File: src/hdl/execPkg.sv
package execPkg;

	// ======================================================================
	// datapath and register file sizes
	// ======================================================================

	localparam int DataWidth = 16;
	localparam int RegCount = 16;
	localparam int RegIdWidth = $clog2(RegCount);

	// ======================================================================
	// instruction encoding
	// ======================================================================

	localparam int OpWidth = 3;

	localparam logic [OpWidth-1:0] OpAdd = 3'd0;
	localparam logic [OpWidth-1:0] OpSub = 3'd1;
	localparam logic [OpWidth-1:0] OpAnd = 3'd2;
	localparam logic [OpWidth-1:0] OpOr = 3'd3;
	localparam logic [OpWidth-1:0] OpXor = 3'd4;
	localparam logic [OpWidth-1:0] OpLdi = 3'd5; // result is the immediate.
	localparam logic [OpWidth-1:0] OpMul = 3'd6; // low half of the product.
	// code 7 is left undefined and yields zero.

	// ======================================================================
	// multiplier
	// ======================================================================

	// one step per multiplier bit.
	localparam int MulSteps = DataWidth;
	localparam int StepWidth = $clog2(MulSteps);

endpackage

File: src/hdl/regFile.sv
module regFile (
	input  logic                          clk,
	input  logic                          rst,
	input  logic [execPkg::RegIdWidth-1:0] readId1,
	input  logic [execPkg::RegIdWidth-1:0] readId2,
	input  logic [execPkg::RegIdWidth-1:0] writeId,
	input  logic                          writeEnable,
	input  logic [execPkg::DataWidth-1:0]  writeData,
	output logic [execPkg::DataWidth-1:0]  readData1,
	output logic [execPkg::DataWidth-1:0]  readData2
);
	import execPkg::*;

	logic [DataWidth-1:0] regs [RegCount];
	logic bypass1;
	logic bypass2;

	// write port.
	always_ff @(posedge clk) begin
		if (rst) begin
			for (int i = 0; i < RegCount; i++) begin
				regs[i] <= '0;
			end
		end else if (writeEnable) begin
			regs[writeId] <= writeData;
		end
	end

	// a read of the register being written sees the new value.
	assign bypass1 = writeEnable && (readId1 == writeId);
	assign bypass2 = writeEnable && (readId2 == writeId);

	always_comb begin
		if (bypass1) begin
			readData1 = writeData;
		end else begin
			readData1 = regs[readId1];
		end
	end

	always_comb begin
		if (bypass2) begin
			readData2 = writeData;
		end else begin
			readData2 = regs[readId2];
		end
	end

endmodule

File: src/hdl/aluUnit.sv
module aluUnit (
	input  logic                         clk,
	input  logic                         rst,
	input  logic                         accept,
	input  logic                         latchResult,
	input  logic [execPkg::OpWidth-1:0]   op,
	input  logic [execPkg::DataWidth-1:0] operandA,
	input  logic [execPkg::DataWidth-1:0] operandB,
	input  logic [execPkg::DataWidth-1:0] imm,
	input  logic [execPkg::DataWidth-1:0] product,
	output logic [execPkg::DataWidth-1:0] resultData
);
	import execPkg::*;

	logic [OpWidth-1:0] opHeld;
	logic [DataWidth-1:0] aHeld;
	logic [DataWidth-1:0] bHeld;
	logic [DataWidth-1:0] immHeld;
	logic [DataWidth-1:0] aluNext;

	// operands are captured in the accept cycle, straight off the read ports.
	always_ff @(posedge clk) begin
		if (rst) begin
			opHeld <= '0;
			aHeld <= '0;
			bHeld <= '0;
			immHeld <= '0;
		end else if (accept) begin
			opHeld <= op;
			aHeld <= operandA;
			bHeld <= operandB;
			immHeld <= imm;
		end
	end

	always_comb begin
		case (opHeld)
			OpAdd: aluNext = aHeld + bHeld;
			OpSub: aluNext = aHeld - bHeld; // wraps.
			OpAnd: aluNext = aHeld & bHeld;
			OpOr: aluNext = aHeld | bHeld;
			OpXor: aluNext = aHeld ^ bHeld;
			OpLdi: aluNext = immHeld;
			OpMul: aluNext = product;
			default: aluNext = '0;
		endcase
	end

	// held through write-back and until the next instruction's EXEC.
	always_ff @(posedge clk) begin
		if (rst) begin
			resultData <= '0;
		end else if (latchResult) begin
			resultData <= aluNext;
		end
	end

endmodule

File: src/hdl/shiftAddMul.sv
module shiftAddMul (
	input  logic                         clk,
	input  logic                         rst,
	input  logic                         accept,
	input  logic                         mulStep,
	input  logic [execPkg::DataWidth-1:0] multiplicand,
	input  logic [execPkg::DataWidth-1:0] multiplier,
	output logic [execPkg::DataWidth-1:0] product
);
	import execPkg::*;

	logic [DataWidth-1:0] mcand;
	logic [DataWidth-1:0] mplier;
	logic [DataWidth-1:0] partial;

	// bits shifted out of mcand only affect the upper half, which is dropped.
	always_ff @(posedge clk) begin
		if (rst) begin
			mcand <= '0;
			mplier <= '0;
			partial <= '0;
		end else if (accept) begin
			mcand <= multiplicand;
			mplier <= multiplier;
			partial <= '0;
		end else if (mulStep) begin
			if (mplier[0]) begin
				partial <= partial + mcand;
			end
			mcand <= mcand << 1;
			mplier <= mplier >> 1;
		end
	end

	assign product = partial; // final after MulSteps steps.

endmodule

File: src/hdl/stepCounter.sv
module stepCounter (
	input  logic clk,
	input  logic rst,
	input  logic accept,
	input  logic mulStep,
	output logic lastStep
);
	import execPkg::*;

	logic [StepWidth-1:0] count;

	always_ff @(posedge clk) begin
		if (rst) begin
			count <= '0;
		end else if (accept) begin
			count <= '0;
		end else if (mulStep) begin
			count <= count + 1'b1;
		end
	end

	// high during the final step cycle.
	assign lastStep = (count == StepWidth'(MulSteps - 1));

endmodule

File: src/hdl/execControl.sv
module execControl (
	input  logic                          clk,
	input  logic                          rst,
	input  logic                          start,
	input  logic [execPkg::OpWidth-1:0]    op,
	input  logic [execPkg::RegIdWidth-1:0] dstReg,
	input  logic                          lastStep,
	output logic                          accept,
	output logic                          mulStep,
	output logic                          latchResult,
	output logic                          writeEnable,
	output logic [execPkg::RegIdWidth-1:0] dstId,
	output logic                          busy,
	output logic                          done
);
	import execPkg::*;

	typedef enum logic [1:0] {
		StateIdle,
		StateMul,
		StateExec,
		StateWrite
	} stateT;

	stateT state;
	stateT stateNext;

	// ======================================================================
	// state register and destination
	// ======================================================================

	always_ff @(posedge clk) begin
		if (rst) begin
			state <= StateIdle;
			dstId <= '0;
		end else begin
			state <= stateNext;
			if (accept) begin
				dstId <= dstReg; // old dstId is still used by this edge's write.
			end
		end
	end

	// ======================================================================
	// next state
	// ======================================================================

	always_comb begin
		stateNext = state;
		case (state)
			StateIdle, StateWrite: begin
				// a start during WRITE overlaps the new read with write-back.
				if (start) begin
					stateNext = (op == OpMul) ? StateMul : StateExec;
				end else begin
					stateNext = StateIdle;
				end
			end
			StateMul: begin
				if (lastStep) begin
					stateNext = StateExec;
				end
			end
			StateExec: stateNext = StateWrite;
			default: stateNext = StateIdle;
		endcase
	end

	// strobes and status.
	assign accept = start && ((state == StateIdle) || (state == StateWrite));
	assign mulStep = (state == StateMul);
	assign latchResult = (state == StateExec);
	assign writeEnable = (state == StateWrite);
	assign done = (state == StateWrite);
	assign busy = (state == StateMul) || (state == StateExec);

endmodule

File: src/hdl/execUnit.sv
module execUnit (
	input  logic                          clk,
	input  logic                          rst,
	input  logic                          start,
	input  logic [execPkg::OpWidth-1:0]    op,
	input  logic [execPkg::RegIdWidth-1:0] dstReg,
	input  logic [execPkg::RegIdWidth-1:0] srcReg1,
	input  logic [execPkg::RegIdWidth-1:0] srcReg2,
	input  logic [execPkg::DataWidth-1:0]  imm,
	output logic                          busy,
	output logic                          done,
	output logic [execPkg::DataWidth-1:0]  result
);
	import execPkg::*;

	logic accept;
	logic mulStep;
	logic latchResult;
	logic writeEnable;
	logic lastStep;
	logic [RegIdWidth-1:0] dstId;
	logic [DataWidth-1:0] readData1;
	logic [DataWidth-1:0] readData2;
	logic [DataWidth-1:0] resultData;
	logic [DataWidth-1:0] product;

	// ======================================================================
	// control
	// ======================================================================

	execControl execControl_i (
		.clk(clk), .rst(rst), .start(start), .op(op), .dstReg(dstReg),
		.lastStep(lastStep), .accept(accept), .mulStep(mulStep),
		.latchResult(latchResult), .writeEnable(writeEnable), .dstId(dstId),
		.busy(busy), .done(done)
	);

	stepCounter stepCounter_i (
		.clk(clk), .rst(rst), .accept(accept), .mulStep(mulStep),
		.lastStep(lastStep)
	);

	// ======================================================================
	// datapath
	// ======================================================================

	// sources are addressed directly since they are read in the accept cycle.
	regFile regFile_i (
		.clk(clk), .rst(rst), .readId1(srcReg1), .readId2(srcReg2),
		.writeId(dstId), .writeEnable(writeEnable), .writeData(resultData),
		.readData1(readData1), .readData2(readData2)
	);

	aluUnit aluUnit_i (
		.clk(clk), .rst(rst), .accept(accept), .latchResult(latchResult),
		.op(op), .operandA(readData1), .operandB(readData2), .imm(imm),
		.product(product), .resultData(resultData)
	);

	shiftAddMul shiftAddMul_i (
		.clk(clk), .rst(rst), .accept(accept), .mulStep(mulStep),
		.multiplicand(readData1), .multiplier(readData2), .product(product)
	);

	assign result = resultData; // valid while done is high.

endmodule

File: config.mk
export PLATFORM = sky130hd
export DESIGN_NAME = execUnit
export DESIGN_NICKNAME = d
export VERILOG_FILES = /design/src/hdl/execPkg.sv /design/src/hdl/regFile.sv /design/src/hdl/aluUnit.sv /design/src/hdl/shiftAddMul.sv /design/src/hdl/stepCounter.sv /design/src/hdl/execControl.sv /design/src/hdl/execUnit.sv
export SDC_FILE = /design/constraint.sdc
export NUM_CORES = 1
export LEC_CHECK = 0
export ABC_CLOCK_PERIOD_IN_PS = 3000
export BUFFER_PORTS_ARGS = -buffer_cell sky130_fd_sc_hd__buf_2
export CORE_ASPECT_RATIO = 0.9
export CORE_MARGIN = 10
export CORE_UTILIZATION = 50
export DETAILED_ROUTE_END_ITERATION = 7
export HOLD_SLACK_MARGIN = 0.12
export PLACE_DENSITY_LB_ADDON = 0.3
export SLEW_MARGIN = 10
export SYNTH_ARGS = -nofsm -noshare
export SYNTH_HDL_FRONTEND = slang
export SYNTH_HIERARCHICAL = 1
export SYNTH_SLANG_ARGS = --single-unit
export TNS_END_PERCENT = 1
File: constraint.sdc
create_clock -name clk -period 3 [get_ports clk]
set_input_delay 0.3 -clock clk [delete_from_list [all_inputs] [get_ports clk]]
set_output_delay 0.3 -clock clk [all_outputs]
set_load 0.02 [all_outputs]
==> impl_metrics.json <==
{
  "required_ns": 3.50,
  "clock-sinks": 381,
  "ant_nets": 0,
  "initial_core_util_pct": 50.3,
  "grt_max_degree": 53,
  "synth_edf_count": 256,
  "highest_layer": "met5",
  "route.vias.total": 15300,
  "ios": 52,
  "synthCells": 1844,
  "io_buffers": 51,
  "crit_path_max_incr_delay_ns": 0.50,
  "synthTopCellsByArea": "edfxtp_1 (35%), mux4_2 (13%), dfxtp_1 (11%)",
  "post-route-util_pct": 56.8,
  "coreArea_um2": 43900,
  "ys.flop_type": "edfxtp_1",
  "area_growth_syn_to_layout_pct": 12.8,
  "drc": 0,
  "switching_share_pct": 30.4,
  "path_max_fanout": 6,
  "syn-num-nets": 1947,
  "rsz0062_at_grt": "true",
  "p_int_mw": 10.7,
  "die_h_um": 220,
  "power_switching_mw": 4.69,
  "drt_iter0_markers": 1645,
  "firstDrtPassIters": 6,
  "post_cts_buffers": 0,
  "wl_met1_mm": 26.8,
  "skew_ns": 0.0155,
  "synth_top_area_cell": "edfxtp_1",
  "p_leak_nw": 9.63,
  "crit_family": "compound AO/OA/AOI/OAI gates",
  "p_per_area_nw_per_um2": 617,
  "antenna_found_initial": 1,
  "final-hold-violation-count": 0,
  "clk_pin_slew_ns": 0.06,
  "postSynthAreaPerCell_um2": 12.0,
  "cts_buffers": 42,
  "timing.final.crit_share_pct": 97.4,
  "min_period_ns": 2.92,
  "ys_async_sr_fraction_pct": 0,
  "yosysTopAreaCellShare_pct": 34.8,
  "comb_power_share_pct": 23.3,
  "cp.arrival_ns": 3.42,
  "path_buf_inv": 1,
  "worstSetupStartpointType": "register",
  "power.share.clock_pct": 35.0,
  "rows": 73,
  "dieArea_um2": 53100,
  "worst_slack_ns": 0.0782,
  "wl_met3_mm": 4.50,
  "place.gp.congestion": 0.889,
  "critical-path-slowest-cell": "or4_1",
  "worst_slew_pin_slew_ns": 1.01,
  "htreeDepth": 2,
  "hpwl_mm": 42.2,
  "wl_per_cell_um": 24.0,
  "dieWidth_um": 242,
  "setup_viol": 0,
  "seq_area_frac_synth_pct": 46.1,
  "layout-drive-gt1-share_pct": 20.8,
  "ys_warn_count": 6,
  "ys_seq_elements": 381,
  "status": "finished clean",
  "dp_slack_ns": 0.109,
  "path_cells": "inv_1 > ha_2 > a31oi_2 > xnor2_1 > ha_1 > nand2_1 > o21bai_1 > a211oi_2 > o22ai_2 > or4_1 > nand3b_1",
  "end_kind": "register",
  "critPathKind": "register to register",
  "wl_met2_mm": 28.3,
  "grt.overflow.total": 0,
  "relSlewSlack_pct": 32.8,
  "hold_class": "input port to register",
  "p_seq_share_pct": 41.8,
  "grt_pass1_wl_mm": 92.8,
  "cts_tree": "yes",
  "cts_root_buffer": "clkbuf_16",
  "drv_cap": 0,
  "slew_viol_final": 0,
  "track_usage_pct": 22.7,
  "fmax_mhz": 342,
  "ir_worst_vdd_mv": 0.350,
  "vias_per_cell": 6.00,
  "fin_nets": 2026,
  "drt_wl_total_mm": 61.4,
  "clk_latency_ns": 0.56,
  "clock_path_buffers": 3,
  "netlist_area_um2": 22100,
  "grt_pass1_vias": 15300,
  "ys_types": 77,
  "setup_tns_ns": 0,
  "nFillCells": 3585
}
-- registers in the layout (all words and copies together), names as in the netlist, 16 cells and up --
signal,count
aluUnit_i/aHeld,16
shiftAddMul_i/mplier,16
aluUnit_i/resultData,16
aluUnit_i/bHeld,16
aluUnit_i/immHeld,16
shiftAddMul_i/mcand,16
shiftAddMul_i/product,16
regFile_i/regs,256
-- layer usage --
metal,track usage [%],vias to the layer above
met3,3.79,101
met1,31.1,7704
met5,0,-
met2,36.5,586
met4,7.46,2
li1,-,6947
-- worst reg2reg max path: cells and delay by family, from the launching register on --
family | cells | cell delay (ns)
AOI/OAI and AO/OA | 4 | 1.01
xor gates and xnor gates | 1 | 0.09
adders and majority gates | 2 | 0.59
buffers and inverters | 1 | 0.10
DFF | 1 | 0.39
and+or+nand+nor | 3 | 0.67
-- what timing repair did --
item,CTS,global route
setup endpoints to repair,0,5
hold buffers,28,0
endpoints found under the hold margin,24,0
gates resized for setup,0,9
-- final cells by class --
cell class / count / area, µm² / share of cell area, %
tap: 600 / 751 / 3.01
multi-input combinational: 1285 / 11100 / 44.6
antenna: 1 / 2.50 / 0.0100
clock buffer: 57 / 1180 / 4.72
sequential: 381 / 10200 / 40.8
timing repair buffer: 164 / 1270 / 5.08
clock inverter: 18 / 243 / 0.973
inverter: 49 / 186 / 0.747
-- synthesized netlist by cell type, drive strengths merged (4+ instances only) --
cell,number
a21o,11
a22oi,4
xor2,12
nand3b,5
mux2,36
nor2,176
a211oi,15
a22o,5
a221oi,4
nor3b,5
a21oi,87
or4,5
o21ai,34
nor3,16
mux4,128
o31ai,4
clkbuf,70
ha,67
nor4,4
a222oi,5
inv,49
o211ai,9
nand3,15
dfxtp,125
mux2i,191
buf,59
and2,259
a221o,4
edfxtp,256
or2,19
nand4,5
nand2b,8
a31oi,5
nor2b,5
o21bai,4
xnor2,27
nand2,69
-- power by group through the flow --
stage	clock network, mW	registers, mW	logic (mW)
finish	5.39	6.43	3.58
detailed placement	0	6.54	3.49
global placement	0	6.52	3.46
global route	5.65	6.49	3.89
CTS	5.48	6.43	3.55
floorplan	0	6.34	2.44
-- cell families after synthesis --
| family | share of synthesized area, % |
|---|---|
| flops | 46.1 |
| compound gates | 6.65 |
| simple gates | 14.4 |
| fa+ha+maj | 3.97 |
| mux | 23.5 |
| buf+inv | 3.77 |
| xor+xnor | 1.58 |
-- stage by stage --
step                      instance area [µm²]  std cells  hold WS, ns  power (mW)
final                                   25000       2555        0.162        15.4
after global routing                    25000       2554        0.174        16.0
after global placement                  23200       2451        0.458        9.98
after CTS                               24900       2554        0.127        15.5
after floorplan                         22100       1844        0.365        8.78
after detailed placement                23200       2451        0.464        10.0
-- worst paths after layout --
check,cells past startpoint,slack (ns),to,from
max,11,0.08,aluUnit_i/resultData[12],aluUnit_i/bHeld[1]
min,2,0.16,shiftAddMul_i/mplier[7],rst
max reg2reg,11,0.08,aluUnit_i/resultData[12],aluUnit_i/bHeld[1]
min reg2reg,2,0.47,shiftAddMul_i/product[5],shiftAddMul_i/product[5]
-- cells in the final DEF (no fill, tap or decap), types with 6 or more instances in the layout --
master         netlist  routed
buf_12               0       7
a21oi_1             87      85
ha_1                67      65
buf_4                4      81
edfxtp_1           256     256
xnor2_1             26      26
nand3_1             15      15
mux4_2             128     128
xor2_1              12      12
clkbuf_16            0      43
inv_1               49      48
buf_2               25      48
dfxtp_1            125     125
clkbuf_1            67       9
dlygate4sd3_1        0      28
nor2_1             175     175
mux2_2              35      35
a211oi_1            12      12
nor3_1              14      12
bufinv_16            0       6
or2_2               18      18
nand2b_1             8       8
nand2_1             68      68
a21o_1              11      11
o211ai_1             9       9
and2_1             258     258
o21ai_0             34      32
mux2i_1            191     191
Note: power is estimated with default switching activity, not from simulation.
